==> src/logic/sd_pkg.sv <==
////////////////////////////////////////////////////////////////////////////
// Shared timing constants, CIC widths and sample types for the
// sigma-delta front end. Modules import it inside their bodies.
////////////////////////////////////////////////////////////////////////////

`default_nettype none

package sd_pkg;

    // System clocks per modulator clock period, half high and half low
    localparam int MOD_PERIOD = 4;

    // Width of the counter that walks through one modulator period
    localparam int PHASE_WIDTH = $clog2(MOD_PERIOD);

    // Modulator bits that make up one output sample
    localparam int DECIMATION = 64;

    // Width of the bit counter inside one decimation frame
    localparam int BIT_COUNT_WIDTH = $clog2(DECIMATION);

    // Number of integrator stages, and of comb stages
    localparam int CIC_ORDER = 3;

    // Accumulator width, wide enough for a CIC gain of 64 cubed plus sign
    localparam int CIC_WIDTH = 20;

    // Width of the samples presented at the outputs
    localparam int SAMPLE_WIDTH = 24;

    // Position inside one modulator period
    typedef logic [PHASE_WIDTH-1:0] phase_t;

    // Integrator and comb registers, which wrap in two's complement
    typedef logic signed [CIC_WIDTH-1:0] cic_word_t;

    // Output sample, the CIC result sign-extended to the output width
    typedef logic signed [SAMPLE_WIDTH-1:0] sample_t;

    // Modulator bit index inside one decimation frame
    typedef logic [BIT_COUNT_WIDTH-1:0] bit_count_t;

endpackage : sd_pkg

`default_nettype wire

==> src/logic/sd_cic_decimator.sv <==
////////////////////////////////////////////////////////////////////////////
// One channel of the front end: bit synchronizer, third-order CIC
// decimator and output register. Strobes come from the clock generator.
////////////////////////////////////////////////////////////////////////////

`timescale 1ns/1ps
`default_nettype none

module sd_cic_decimator (
    input  logic            clock,
    input  logic            reset,
    input  logic            data_in,
    input  logic            bit_strobe,
    input  logic            frame_strobe,
    input  logic            comb_clear,
    output sd_pkg::sample_t sample,
    output logic            sample_valid
);

    import sd_pkg::*;

    // Two-flop synchronizer for the asynchronous modulator bit
    logic [1:0] data_sync;

    // Synchronized bit mapped to plus or minus one
    cic_word_t bit_value;

    // Cascaded integrators, stage 0 takes the mapped bit
    cic_word_t integ [CIC_ORDER];

    // Comb delay registers hold each stage input from the previous frame
    cic_word_t comb_delay [CIC_ORDER];

    // Comb chain, entry 0 is the last integrator and the last entry is
    // the fully differenced result
    cic_word_t comb_stage [CIC_ORDER+1];

    // Comb result waiting for the output register
    cic_word_t comb_out;
    logic comb_valid;

    // The modulator bit changes on the rising edge of its clock pin and
    // is only used two cycles later, well before the next bit strobe
    always_ff @(posedge clock) begin
        if (!reset) begin
            data_sync <= '0;
        end else begin
            data_sync <= {data_sync[0], data_in};
        end
    end

    // A one from the modulator counts as +1 and a zero as -1
    assign bit_value = data_sync[1] ? cic_word_t'(1) : cic_word_t'(-1);

    // Integrators run at the modulator bit rate. Each stage adds the
    // previous stage value from before this edge, which only adds a
    // fixed latency of a bit or two and leaves the gain unchanged.
    // Wraparound is intended, the combs undo it as long as the final
    // result fits the word.
    always_ff @(posedge clock) begin
        if (!reset) begin
            for (int i = 0; i < CIC_ORDER; i++) begin
                integ[i] <= '0;
            end
        end else if (bit_strobe) begin
            integ[0] <= integ[0] + bit_value;
            for (int i = 1; i < CIC_ORDER; i++) begin
                integ[i] <= integ[i] + integ[i-1];
            end
        end
    end

    // Each comb stage subtracts what its input was one frame ago
    always_comb begin
        comb_stage[0] = integ[CIC_ORDER-1];
        for (int i = 0; i < CIC_ORDER; i++) begin
            comb_stage[i+1] = comb_stage[i] - comb_delay[i];
        end
    end

    // Comb delays update once per frame. A clear from sync makes the next
    // sample a difference against zero, and drops a result in flight.
    always_ff @(posedge clock) begin
        if (!reset) begin
            for (int i = 0; i < CIC_ORDER; i++) begin
                comb_delay[i] <= '0;
            end
            comb_valid <= 1'b0;
        end else if (comb_clear) begin
            for (int i = 0; i < CIC_ORDER; i++) begin
                comb_delay[i] <= '0;
            end
            comb_valid <= 1'b0;
        end else begin
            comb_valid <= frame_strobe;
            if (frame_strobe) begin
                for (int i = 0; i < CIC_ORDER; i++) begin
                    comb_delay[i] <= comb_stage[i];
                end
            end
        end
    end

    // Result of the comb chain, captured with the delays
    always_ff @(posedge clock) begin
        if (frame_strobe) begin
            comb_out <= comb_stage[CIC_ORDER];
        end
    end

    // Output register, one cycle behind the combs, so the valid pulse
    // lands two cycles after the frame strobe
    always_ff @(posedge clock) begin
        if (comb_valid) begin
            sample <= {{(SAMPLE_WIDTH - CIC_WIDTH){comb_out[CIC_WIDTH-1]}}, comb_out};
        end
    end

    // Valid lasts one cycle, there is no handshake with the consumer
    always_ff @(posedge clock) begin
        if (!reset) begin
            sample_valid <= 1'b0;
        end else begin
            sample_valid <= comb_valid;
        end
    end

endmodule : sd_cic_decimator

`default_nettype wire

==> src/logic/sd_clock_gen.sv <==
////////////////////////////////////////////////////////////////////////////
// Modulator clock pin and the bit and frame strobes shared by every
// decimator channel. A sync pulse restarts the period and the frame.
////////////////////////////////////////////////////////////////////////////

`timescale 1ns/1ps
`default_nettype none

module sd_clock_gen (
    input  logic clock,
    input  logic reset,
    input  logic sync,
    output logic clock_out,
    output logic bit_strobe,
    output logic frame_strobe
);

    import sd_pkg::*;

    // Current position in the modulator period, and where it goes next
    phase_t phase;
    phase_t phase_next;

    // Modulator bits already completed in the running frame
    bit_count_t bit_count;

    // High when the period reaches its last low cycle on this edge
    logic last_phase;

    // High when the bit finishing on this edge is the last of the frame
    logic last_bit;

    // The period wraps after its final phase, and sync forces the start
    // of a new period no matter where the counter stands
    always_comb begin
        if (sync || phase == phase_t'(MOD_PERIOD - 1)) begin
            phase_next = '0;
        end else begin
            phase_next = phase + 1'b1;
        end
    end

    // Bit strobe sits in the last low cycle of the period, so the pin has
    // been low for a while and the bit driven on the rising edge is stable
    assign last_phase = (phase_next == phase_t'(MOD_PERIOD - 1));
    assign last_bit = (bit_count == bit_count_t'(DECIMATION - 1));

    // All outputs are registered so the pin stays glitch free and the
    // strobes line up with the period counter
    always_ff @(posedge clock) begin
        if (!reset) begin
            // Parking the counter on the last phase makes the first edge
            // out of reset open a fresh period with the pin going high
            phase <= phase_t'(MOD_PERIOD - 1);
            bit_count <= '0;
            clock_out <= 1'b0;
            bit_strobe <= 1'b0;
            frame_strobe <= 1'b0;
        end else begin
            phase <= phase_next;

            // First half of the period drives the pin high
            clock_out <= (phase_next < phase_t'(MOD_PERIOD / 2));

            bit_strobe <= last_phase;

            // Frame closes on the strobe that completes bit 63
            frame_strobe <= last_phase && last_bit;

            // Sync realigns the frame so the next frame strobe comes after
            // a full 64 bits, otherwise count each completed bit
            if (sync) begin
                bit_count <= '0;
            end else if (last_phase) begin
                bit_count <= bit_count + 1'b1;
            end
        end
    end

endmodule : sd_clock_gen

`default_nettype wire

==> src/logic/sd_processor.sv <==
////////////////////////////////////////////////////////////////////////////
// Top level of the multi-channel sigma-delta front end. One clock generator
// drives lockstep decimators, samples leave packed with channel 0 lowest.
////////////////////////////////////////////////////////////////////////////

`timescale 1ns/1ps
`default_nettype none

module sd_processor #(
    parameter int N_CHANNELS = 2
) (
    input  logic                                      clock,
    input  logic                                      reset,
    input  logic [N_CHANNELS-1:0]                     data_in,
    input  logic                                      sync,
    output logic                                      clock_out,
    output logic [N_CHANNELS*sd_pkg::SAMPLE_WIDTH-1:0] samples,
    output logic                                      sample_valid
);

    import sd_pkg::*;

    // Strobes shared by every channel
    logic bit_strobe;
    logic frame_strobe;

    // Per-channel valid pulses, identical since all channels run lockstep
    logic [N_CHANNELS-1:0] channel_valid;

    // Modulator clock pin and the decimation timing
    sd_clock_gen u_clock_gen (
        .clock        (clock),
        .reset        (reset),
        .sync         (sync),
        .clock_out    (clock_out),
        .bit_strobe   (bit_strobe),
        .frame_strobe (frame_strobe)
    );

    // One decimator per modulator input. Sync also clears the comb
    // delays so aligned front ends restart from the same state.
    for (genvar ch = 0; ch < N_CHANNELS; ch++) begin : g_channel
        sd_cic_decimator u_decimator (
            .clock        (clock),
            .reset        (reset),
            .data_in      (data_in[ch]),
            .bit_strobe   (bit_strobe),
            .frame_strobe (frame_strobe),
            .comb_clear   (sync),
            .sample       (samples[ch*SAMPLE_WIDTH +: SAMPLE_WIDTH]),
            .sample_valid (channel_valid[ch])
        );
    end

    // Channel 0 speaks for all of them
    assign sample_valid = channel_valid[0];

endmodule : sd_processor

`default_nettype wire

==> config.mk <==
export PLATFORM = sky130hd
export DESIGN_NAME = sd_processor
export DESIGN_NICKNAME = d
export VERILOG_FILES = /design/src/logic/sd_pkg.sv /design/src/logic/sd_cic_decimator.sv /design/src/logic/sd_clock_gen.sv /design/src/logic/sd_processor.sv
export SDC_FILE = /design/constraint.sdc
export NUM_CORES = 1
export LEC_CHECK = 0
export BUFFER_PORTS_ARGS = -buffer_cell sky130_fd_sc_hd__buf_2
export CORE_UTILIZATION = 56
export DETAILED_ROUTE_END_ITERATION = 12
export PLACE_DENSITY = 0.77
export SETUP_SLACK_MARGIN = 0.02
export SYNTH_ARGS = -nofsm -noshare
export SYNTH_HDL_FRONTEND = slang
export SYNTH_SLANG_ARGS = --single-unit
==> constraint.sdc <==
create_clock -name clock -period 5.7 [get_ports clock]
set_clock_uncertainty 0.1 [all_clocks]
set_input_delay 0.285 -clock clock [delete_from_list [all_inputs] [get_ports clock]]
set_output_delay 0.285 -clock clock [all_outputs]
set_load 0.05 [all_outputs]
=== Yosys cells after proc, flatten, opt, wreduce, memory -nomap -nowiden ===
Memory sizes are Yosys's and may differ from the RTL's.
Index checks and enable logic that the tools add are counted.

* Register bits after elaboration: 97
* Memory bits (writable): 240
* Input port bits: 5
* Output and inout port bits: 50
* Logic and storage cells: 89
* Memories kept: 4

{| class="wikitable"
|+ Memory list
! memory !! words !! width !! read ports !! clocked after memory_dff !! wr ports !! line !! RTL
|-
| g_channel[0].u_decimator.comb_delay || 3 || 20 || 3 || 0 || 3 || sd_cic_decimator.sv:32 || <nowiki>cic_word_t comb_delay [CIC_ORDER];</nowiki>
|-
| g_channel[0].u_decimator.integ || 3 || 20 || 3 || 0 || 3 || sd_cic_decimator.sv:29 || <nowiki>cic_word_t integ [CIC_ORDER];</nowiki>
|-
| g_channel[1].u_decimator.comb_delay || 3 || 20 || 3 || 0 || 3 || sd_cic_decimator.sv:32 ||
|-
| g_channel[1].u_decimator.integ || 3 || 20 || 3 || 0 || 3 || sd_cic_decimator.sv:29 ||
|}

* $add $sub $neg: 14
* Magnitude comparators: 1
* Equal/unequal tests: 3
* Multiplexer cells: 32
* Bitwise gates (word level): 19
* Reduce and logical (&&, ||, !) cells: 3

{| class="wikitable"
|+ Operator list
! cell !! number
|-
| $mux 20 || 20
|-
| $add 20x20->20 || 6
|-
| $sub 20x20->20 || 6
|-
| $or 1x1->1 || 18
|-
| $mux 1 || 11
|-
| $add 6x1->6 const B || 1
|-
| $eq 6x6->1 const B || 1
|-
| $eq 2x2->1 const B || 2
|-
| $add 2x1->2 const B || 1
|-
| $lt 2x2->1 const B || 1
|-
| $mux 2 || 1
|-
| $reduce_or 2->1 || 1
|-
| $logic_and 1x1->1 || 1
|-
| $logic_or 1x1->1 || 1
|-
| $not 1->1 || 1
|}

=== Depth between registers and ports, before layout ===
Gate-level depths: netlist of the first run.

* Depth after elaboration: 5
* Depth in mapped cells: 29
* Depth with buffers taken out: 29

=== Cells and area by module ===
A second synthesis of the first run with hierarchy kept.

* Cell total of the unflattened synthesis: 2103
* Area, all modules: 22122.5 um2

{| class="wikitable"
|+ By module, submodules not included
! module !! instances !! cells an instance !! area each (um2) !! sequential area each (um2)
|-
| sd_cic_decimator at g_channel[1].u_decimator || 1 || 1030 || 10844.2 || 4884.7
|-
| sd_cic_decimator at g_channel[0].u_decimator || 1 || 1026 || 10841.6 || 4884.7
|-
| sd_clock_gen || 1 || 47 || 436.7 || 220.2
|}

=== Least setup slack after synthesis of the first run ===
Ideal clock, no wire load.

* Path kind: reg-to-reg
* Start point: memory g_channel[1].u_decimator.integ[0][40] (netlist name)
* End point: register g_channel[1].u_decimator.comb_out[19] (data pin)
* Setup time: 0.263 ns
* Arrival time: 4.810 ns
* Required time: 5.337 ns
* Path slack: 0.527 ns
* Stages on the path, launching flop included: 30
* Buffers on the path: 0
* Period minus slack after synthesis: 5.173 ns
* Cells stage by stage: edfxtp_1 -> inv_1 -> ha_1 -> fa_1 -> nor2b_1 -> o21ai_1 -> a21boi_1 -> o21ai_1 -> nand2_1 -> a21o_1 -> a21oi_1 -> xnor2_1 -> ha_1 -> a21o_1 -> a21oi_1 -> nor3b_1 -> a21oi_1 -> a21oi_1 -> o21bai_1 -> a21oi_1 -> xnor2_1 -> ha_1 -> a21o_1 -> a21oi_1 -> nand3b_1 -> o21ai_0 -> a31oi_1 -> and4b_1 -> a311oi_1 -> xnor2_1

{| class="wikitable"
|+ RTL lines
! what !! line !! RTL
|-
| from (decl) || sd_cic_decimator.sv:29 ||
|-
| to (signal assigned) || sd_cic_decimator.sv:107 || <nowiki>comb_out <= comb_stage[CIC_ORDER];</nowiki>
|-
| to (decl) || sd_cic_decimator.sv:39 || <nowiki>cic_word_t comb_out;</nowiki>
|}

==> out/metrics.cfg, run 1 <==
[sta]
timing.fmax_ghz=0.1826
final-setup-viol-count=0
hold_slack_ns=0.08404
tightestPinTransition_ns=1.096
slew_viol_final=0
finalWorstSetupSlack_ns=0.2246
report.final.hold_viol_count=0
period_minus_slack_ns=5.475
worst_slew_margin_pct=26.96
grt_setup_unrepaired=yes
finalSetupTns_ns=0
layout_worst_path_cycle_share_pct=96.06

[floorplanning]
floorplan.core_area_um2=37840
die-area_um2=39410
die_x_um=198.5
num_io_pins=55
initial_utilization_pct=57.15
die_h_um=198.5
std_cell_rows=71

[power_and_ir_drop]
comb_power_share_pct=34.9
irDropWorstVdd_uv=185.0
power_switching_share_pct=31.62
p_sw_mw=2.560
seq_power_share_pct=36.7
internal_power_mw=5.535
cellPowerDensity_nw_per_um2=338.9
p_clk_share_pct=28.4
static-leakage-power_nw=9.873

[critical_path]
timing.critical_path.mode_cell=sky130_fd_sc_hd__a21oi_2
worstPathMaxFanout=6
path_class=register to register
slowest_stage=sky130_fd_sc_hd__edfxtp_1
critical_path_arrival_ns=5.65
cp_startpoint_kind=register
max_stage_delay_ns=0.40
worst_ep_required_time_ns=5.87
setup.worst_path.end_class=register

[routing]
drt.antenna.violating_nets=0
drt_pass1_iterations=6
final_wirelength_mm=37.80
drc=0
detail_route.vias_per_cell=5.483
via_count=14683
drt-wirelength-per-cell_um=14.12
drtIter0Drc=823

[final_layout]
finish.cell_count_without_fillers=2678
layout.nets=2385
share_of_layout_cells_above_drive_strength_1_pct=8.491
area_delta_synth_final_pct=10.42
fillCellCount=2884
postLayoutCoreUtil_pct=63.11
register_area_um2=9952
multi_input_comb_area_um2=11000
num_antenna_cells=0

[synth]
number_of_distinct_library_cell_variants_in_the_gate_level_netlist_after_synthesis=70
synth_edf_count=320
ys_warn_count=0
synthDominantAreaCellType=sky130_fd_sc_hd__edfxtp_1
postSynthRegisterBits=337
yosys.area.top_type_share_pct=44.43
post_synth_inst_count=2063
postSynth.topFlopCell=sky130_fd_sc_hd__edfxtp_1
post_synthesis_net_count=2308
syn_area_per_cell_um2=10.48
synth.cell_area_um2=21630
ys_seq_area_share_pct=46.00
ys_async_sr_fraction_pct=0
netlist_top_cells_area=sky130_fd_sc_hd__edfxtp_1, sky130_fd_sc_hd__ha_1, sky130_fd_sc_hd__xnor2_1

[clocking]
clock_tree.htree_level_count=2
clk_pin_slew_worst_paths_ns=0.06
numCtsBuffers=38
clock_latency_ns=0.53
cts_sinks=337
clock_tree.root_cell=sky130_fd_sc_hd__clkbuf_16
max-clock-path-buffers=3
cts_tree=done

[hold_path]
min_path_type=primary input to register

[global_route]
gr-usage-all-layers_pct=19.30
grt_start_max_net_pins=87
grt_pass1_vias=14264
grt_first_pass_wirelength_mm=63.14
gr-total-overflow=0
antenna_found_initial=0

[place]
detailedPlace.worstSlack_ns=-0.1272
buffer_ports.inserted=54
routabilityCongestion=0.9189
dp.cells=2595
post-dp-hpwl_mm=26.92

[flow_run]
drv_cap=0

[status]
status=completed

==> area by class of cell <==
| class | instances | share of cell area [%] |
|---|---|---|
| flip-flops and latches | 337 | 41.67 |
| inverters | 185 | 2.908 |
| repair buffers | 75 | 1.823 |
| clock inverters | 18 | 0.5920 |
| clock buffers | 49 | 4.285 |
| multi-input cells | 1503 | 46.04 |
| well taps | 511 | 2.677 |
==> cells in the mapped netlist, drive strengths merged (8+ instances only) <==
cell and instances:
nor2b 26, inv 185, or3 10, o21a 29, a211oi 9, fa 12
o31ai 12, and2 116, and3 20, xnor2 114, nand3 32, a31oi 13
nand4 12, nand2b 28, edfxtp 320, nor3b 10, clkbuf 30, o21ai 89
xor2 75, dfxtp 17, nor2 203, nor3 38, a21oi 164, a21o 68
ha 228, o21bai 28, buf 8, nand2 80
==> final timing paths <==
check / cells after the start / to / slack, ns / from
worst max register to register: 28 / g_channel[0].u_decimator.comb_out[19] / 0.22 / g_channel[0].u_decimator.integ[0][40]
worst min register to register: 0 / g_channel[0].u_decimator.sample[15] / 0.32 / g_channel[0].u_decimator.comb_out[15]
worst max-delay path: 28 / g_channel[0].u_decimator.comb_out[19] / 0.22 / g_channel[0].u_decimator.integ[0][40]
worst min-delay path: 2 / u_clock_gen.phase[0] / 0.08 / reset
==> metrics by stage <==
| stage | instance area [µm²] | total power, mW |
|---|---|---|
| detailed placement | 22430 | 5.627 |
| finish | 23880 | 8.095 |
| CTS | 23640 | 7.966 |
| floorplan | 21630 | 5.181 |
| global route | 23880 | 8.577 |
| global placement | 22430 | 5.501 |
==> placed cells by master (no fill, tap or decap), types with 20 or more instances in the layout <==
cell	instances
sky130_fd_sc_hd__a21o_1	68
sky130_fd_sc_hd__a21oi_1	148
sky130_fd_sc_hd__and2_1	116
sky130_fd_sc_hd__and3_1	20
sky130_fd_sc_hd__buf_2	54
sky130_fd_sc_hd__clkbuf_16	39
sky130_fd_sc_hd__edfxtp_1	320
sky130_fd_sc_hd__ha_1	226
sky130_fd_sc_hd__inv_1	183
sky130_fd_sc_hd__nand2_1	79
sky130_fd_sc_hd__nand2b_1	26
sky130_fd_sc_hd__nand3_1	32
sky130_fd_sc_hd__nor2_1	202
sky130_fd_sc_hd__nor2b_1	25
sky130_fd_sc_hd__nor3_1	36
sky130_fd_sc_hd__o21a_1	29
sky130_fd_sc_hd__o21ai_0	52
sky130_fd_sc_hd__o21ai_1	34
sky130_fd_sc_hd__o21bai_1	26
sky130_fd_sc_hd__xnor2_1	112
sky130_fd_sc_hd__xor2_1	75
==> flip-flops by register name, indices dropped and copies added (netlist names) <==
register	count
g_channel.u_decimator.comb_out	40
u_clock_gen.clock_out	1
g_channel.u_decimator.sample_valid	1
u_clock_gen.bit_count	6
u_clock_gen.bit_strobe	1
g_channel.u_decimator.data_sync	4
g_channel.u_decimator.integ	120
g_channel.u_decimator.sample	40
u_clock_gen.phase	2
g_channel.u_decimator.comb_delay	120
g_channel.u_decimator.comb_valid	1
u_clock_gen.frame_strobe	1
==> layer usage <==
metal,global-route usage (%),vias to the layer above,wire [µm]
met4,6.695,0,1063
met5,0,-,0
met3,2.628,77,1293
met1,23.66,6792,17050
li1,-,7546,-
met2,34.70,268,18400
==> critical path, delay by kind of cell, from the launching register on <==
family,cells,cell delay (ns)
buf+inv,3,0.25
fa+ha+maj,4,1.20
simple gates,2,0.26
xor+xnor,4,0.48
flops,1,0.40
compound gates,15,2.50
==> power groups by stage <==
stage / clock [mW] / sequential (mW) / combinational [mW]
detailed placement: 0 / 3.02 / 2.61
finish: 2.30 / 2.97 / 2.82
floorplan: 0 / 3.01 / 2.17
global placement: 0 / 3.02 / 2.48
global route: 2.44 / 2.98 / 3.16
CTS: 2.35 / 2.97 / 2.64
==> logic make-up (layout without fill, tap and decap cells) <==
| group | after synthesis | after routing | share of synthesized area, % |
|---|---|---|---|
| adder cells (fa/ha/maj) | 240 | 240 | 14.30 |
| multiplexers | 3 | 3 | 0.1388 |
| buffers and inverters | 223 | 327 | 4.009 |
| XOR/XNOR | 189 | 189 | 7.653 |
| AND/OR/NAND/NOR | 594 | 594 | 13.67 |
| flip-flops | 337 | 337 | 46.00 |
| AO/OA/AOI/OAI | 477 | 477 | 14.23 |
==> timing repair <==
item | 4_1_cts | 5_1_grt
pin swaps | 1 | 24
resized for setup | 5 | 34
hold buffers | 3 | 0
cloned | 0 | 0
setup endpoints to repair | 2 | 6
endpoints found under the hold margin | 5 | 0
buffers inserted | 0 | 13
Power figures use the tool's default switching activity.
==> run 2, diff against run 1 <==
Settings changed: CTS_BUF_LIST set to sky130_fd_sc_hd__clkbuf_2 sky130_fd_sc_hd__clkbuf_4 sky130_fd_sc_hd__clkbuf_8.
==> run 2 against run 1 <==
Power down 1.0%; die area unchanged; utilization up 0.096 points; clock power down 2%; count of clock-buffer cells in the layout up 22; sequential share of layout area down 0.063 points.
==> out/metrics.cfg, run 2 (same netlist as run 1, synthesis figures left out) <==
[global_route]
grt_pass1_vias=14391  ; was 14,264
antenna_found_initial=0  ; unchanged
use_met3_pct=2.967  ; was 2.628%
busiest_layer=met2  ; unchanged
grt_first_pass_wirelength_mm=62.87  ; was 63.14 mm
gr-usage-all-layers_pct=19.26  ; was 19.30%
grt_start_max_net_pins=87  ; unchanged
grt_util_met2_pct=34.33  ; was 34.70%
grt_use_met1_pct=23.14  ; was 23.66%
gr-total-overflow=0  ; unchanged

[place]
post-dp-hpwl_mm=26.92  ; unchanged
buffer_ports.inserted=54  ; unchanged
dp.cells=2595  ; unchanged
detailedPlace.worstSlack_ns=-0.1272  ; unchanged
routabilityCongestion=0.9189  ; unchanged
placedInstanceArea_um2=22430  ; unchanged

[floorplanning]
initial_utilization_pct=57.15  ; unchanged
die_h_um=198.5  ; unchanged
die_x_um=198.5  ; unchanged
die-area_um2=39410  ; unchanged
num_io_pins=55  ; unchanged
floorplan.core_area_um2=37840  ; unchanged
std_cell_rows=71  ; unchanged

[hold_path]
whs_path_depth=3  ; was 2
hold_path.startpoint=data_in[1]  ; was reset
holdPathEnd=g_channel[1].u_decimator.data_sync[0]  ; was u_clock_gen.phase[0]
min_path_type=primary input to register  ; unchanged

[power_and_ir_drop]
cellPowerDensity_nw_per_um2=335.0  ; was 338.9 nW/µm²
irDropWorstVdd_uv=148.9  ; was 185.0 µV
static-leakage-power_nw=9.937  ; was 9.873 nW

[clocking]
clk_pin_slew_worst_paths_ns=0.06  ; about the same
max-clock-path-buffers=3  ; unchanged
cts_sinks=337  ; unchanged
clock_tree.root_cell=sky130_fd_sc_hd__clkbuf_8  ; was sky130_fd_sc_hd__clkbuf_16
cts_tree=done  ; unchanged
numCtsBuffers=57  ; was 38
clock_latency_ns=0.63  ; was 0.53 ns
clock_tree.htree_level_count=2  ; unchanged

[sta]
report.final.hold_viol_count=0  ; unchanged
tightestPinTransition_ns=1.101  ; was 1.096 ns
finalSetupTns_ns=0  ; unchanged
timing.fmax_ghz=0.1839  ; was 0.1826 GHz
slew_viol_final=0  ; unchanged
period_minus_slack_ns=5.438  ; was 5.475 ns
final-setup-viol-count=0  ; unchanged
layout_worst_path_cycle_share_pct=95.41  ; was 96.06%
finalWorstSetupSlack_ns=0.2617  ; was 0.2246 ns
grt_setup_unrepaired=yes  ; unchanged
worst_slew_margin_pct=26.60  ; was 26.96%

[final_layout]
area_delta_synth_final_pct=10.59  ; was 10.42%
reg.largest.list=g_channel.u_decimator.comb_delay: 120 flops, g_channel.u_decimator.integ: 120 flops  ; unchanged
postLayoutCoreUtil_pct=63.21  ; was 63.11%
fillCellCount=2913  ; was 2,884
num_antenna_cells=0  ; unchanged
layout_commonest_cell=sky130_fd_sc_hd__edfxtp_1  ; unchanged
finish.cell_count_without_fillers=2714  ; was 2,678
most-common-layout-cells=sky130_fd_sc_hd__edfxtp_1, sky130_fd_sc_hd__ha_1, sky130_fd_sc_hd__nor2_1, sky130_fd_sc_hd__inv_1, sky130_fd_sc_hd__a21oi_1  ; unchanged
layout.nets=2405  ; was 2,385
final_cell_area_um2=23920  ; was 23,880 µm²
share_of_layout_cells_above_drive_strength_1_pct=10.17  ; was 8.491%

[routing]
drtIter0Drc=730  ; was 823
detail_route.vias_per_cell=5.459  ; was 5.483
drt_pass1_iterations=5  ; was 6
drc=0  ; unchanged
drt-wirelength-per-cell_um=13.71  ; was 14.12 µm
final_wirelength_mm=37.20  ; was 37.80 mm
via_count=14815  ; was 14,683
drt.antenna.violating_nets=0  ; unchanged

[critical_path]
path_class=register to register  ; unchanged
critical_path_arrival_ns=5.71  ; was 5.65 ns
worst_ep_required_time_ns=5.97  ; was 5.87 ns
setup.worst_path.end_class=register  ; unchanged
cp_startpoint_kind=register  ; unchanged
worst-r2r-cell-count=25  ; was 28
worstSetupStartpoint=g_channel[0].u_decimator.integ[0][40]  ; unchanged
r2r_start=g_channel[0].u_decimator.integ[0][40]  ; unchanged
worstPathMaxFanout=5  ; was 6
timing.rr.end=g_channel[0].u_decimator.comb_out[19]  ; unchanged
r2r_slack_ns=0.26  ; was 0.22 ns

[flow_run]
drv_cap=0  ; unchanged

[status]
status=completed  ; unchanged

==> run 2: changes by cell type in the layout (fill, tap and decap cells not counted), moves of 2 or more <==
cell / before / now
sky130_fd_sc_hd__dlygate4sd3_1: 3 / 5
sky130_fd_sc_hd__bufinv_16: 2 / 5
sky130_fd_sc_hd__clkbuf_16: 39 / 0
sky130_fd_sc_hd__clkinv_2: 4 / 13
sky130_fd_sc_hd__clkbuf_4: 0 / 10
sky130_fd_sc_hd__clkbuf_1: 9 / 0
sky130_fd_sc_hd__clkbuf_8: 1 / 61
==> run 2: cell type report <==
class                   instances  area [µm²]  area share, %
multi-input cells            1503       10990          45.95
flip-flops and latches        337        9952          41.61
clock buffers                  71       914.6          3.824
inverters                     185       694.4          2.903
well taps                     511       639.4          2.673
repair buffers                 76       447.9          1.873
clock inverters                31       279.0          1.167
==> run 2: what timing repair did <==
item,CTS,global route
hold buffers,5,0
resized for setup,3,33
endpoints found under the hold margin,9,0
setup endpoints to repair,1,8
pin swaps,0,20
setup buffers,0,12
==> run 2: worst max-delay path: stages, from the launching register on <==
cell and delay (ns):
sky130_fd_sc_hd__edfxtp_1 0.39, sky130_fd_sc_hd__inv_1 0.09, sky130_fd_sc_hd__ha_1 0.16, sky130_fd_sc_hd__inv_1 0.05, sky130_fd_sc_hd__fa_1 0.40, sky130_fd_sc_hd__a21o_1 0.21
sky130_fd_sc_hd__a21oi_2 0.19, sky130_fd_sc_hd__xnor2_1 0.18, sky130_fd_sc_hd__ha_1 0.33, sky130_fd_sc_hd__inv_1 0.07, sky130_fd_sc_hd__o21bai_1 0.07, sky130_fd_sc_hd__a21oi_1 0.24
sky130_fd_sc_hd__o21bai_1 0.12, sky130_fd_sc_hd__a21oi_1 0.26, sky130_fd_sc_hd__o21ai_2 0.11, sky130_fd_sc_hd__a2111oi_0 0.47, sky130_fd_sc_hd__a31oi_1 0.12, sky130_fd_sc_hd__nand4_1 0.11
sky130_fd_sc_hd__ha_1 0.29, sky130_fd_sc_hd__and3_1 0.20, sky130_fd_sc_hd__a211oi_2 0.25, sky130_fd_sc_hd__o21ai_1 0.13, sky130_fd_sc_hd__a21o_1 0.20, sky130_fd_sc_hd__a21oi_1 0.19
sky130_fd_sc_hd__xnor2_1 0.15, sky130_fd_sc_hd__xnor2_1 0.08
==> run 2: how the worst max path moves through the flow <==
stage / cells after the start / endpoint / slack, ns
global route: 27 / g_channel[0].u_decimator.comb_out[19] / -0.12
finish: 25 / g_channel[0].u_decimator.comb_out[19] / 0.26
detailed placement: 29 / g_channel[1].u_decimator.comb_out[19] / -0.13
global placement: 29 / g_channel[1].u_decimator.comb_out[19] / 0.19
floorplan: 29 / g_channel[1].u_decimator.comb_out[19] / 0.53
CTS: 29 / g_channel[1].u_decimator.comb_out[19] / 0.05
==> run 2: where the power goes <==
part / internal [mW] / switching (mW) / total (mW)
clock network: 1.28 / 0.973 / 2.25
logic: 1.26 / 1.53 / 2.79
registers: 2.92 / 0.0535 / 2.97
==> run 2: per-stage QoR <==
step                total power, mW  hold WS [ns]
detailed placement            5.627        0.3045
CTS                           7.915        0.2448
floorplan                     5.181        0.2868
global route                  8.523        0.2812
global placement              5.501        0.3005
finish                        8.012        0.3023
==> run 2: per-layer routing <==
layer / vias up / routed length (µm)
li1: 7603 / -
met1: 6863 / 16670
met2: 258 / 18170
met3: 91 / 1281
met4: 0 / 1075
met5: - / 0
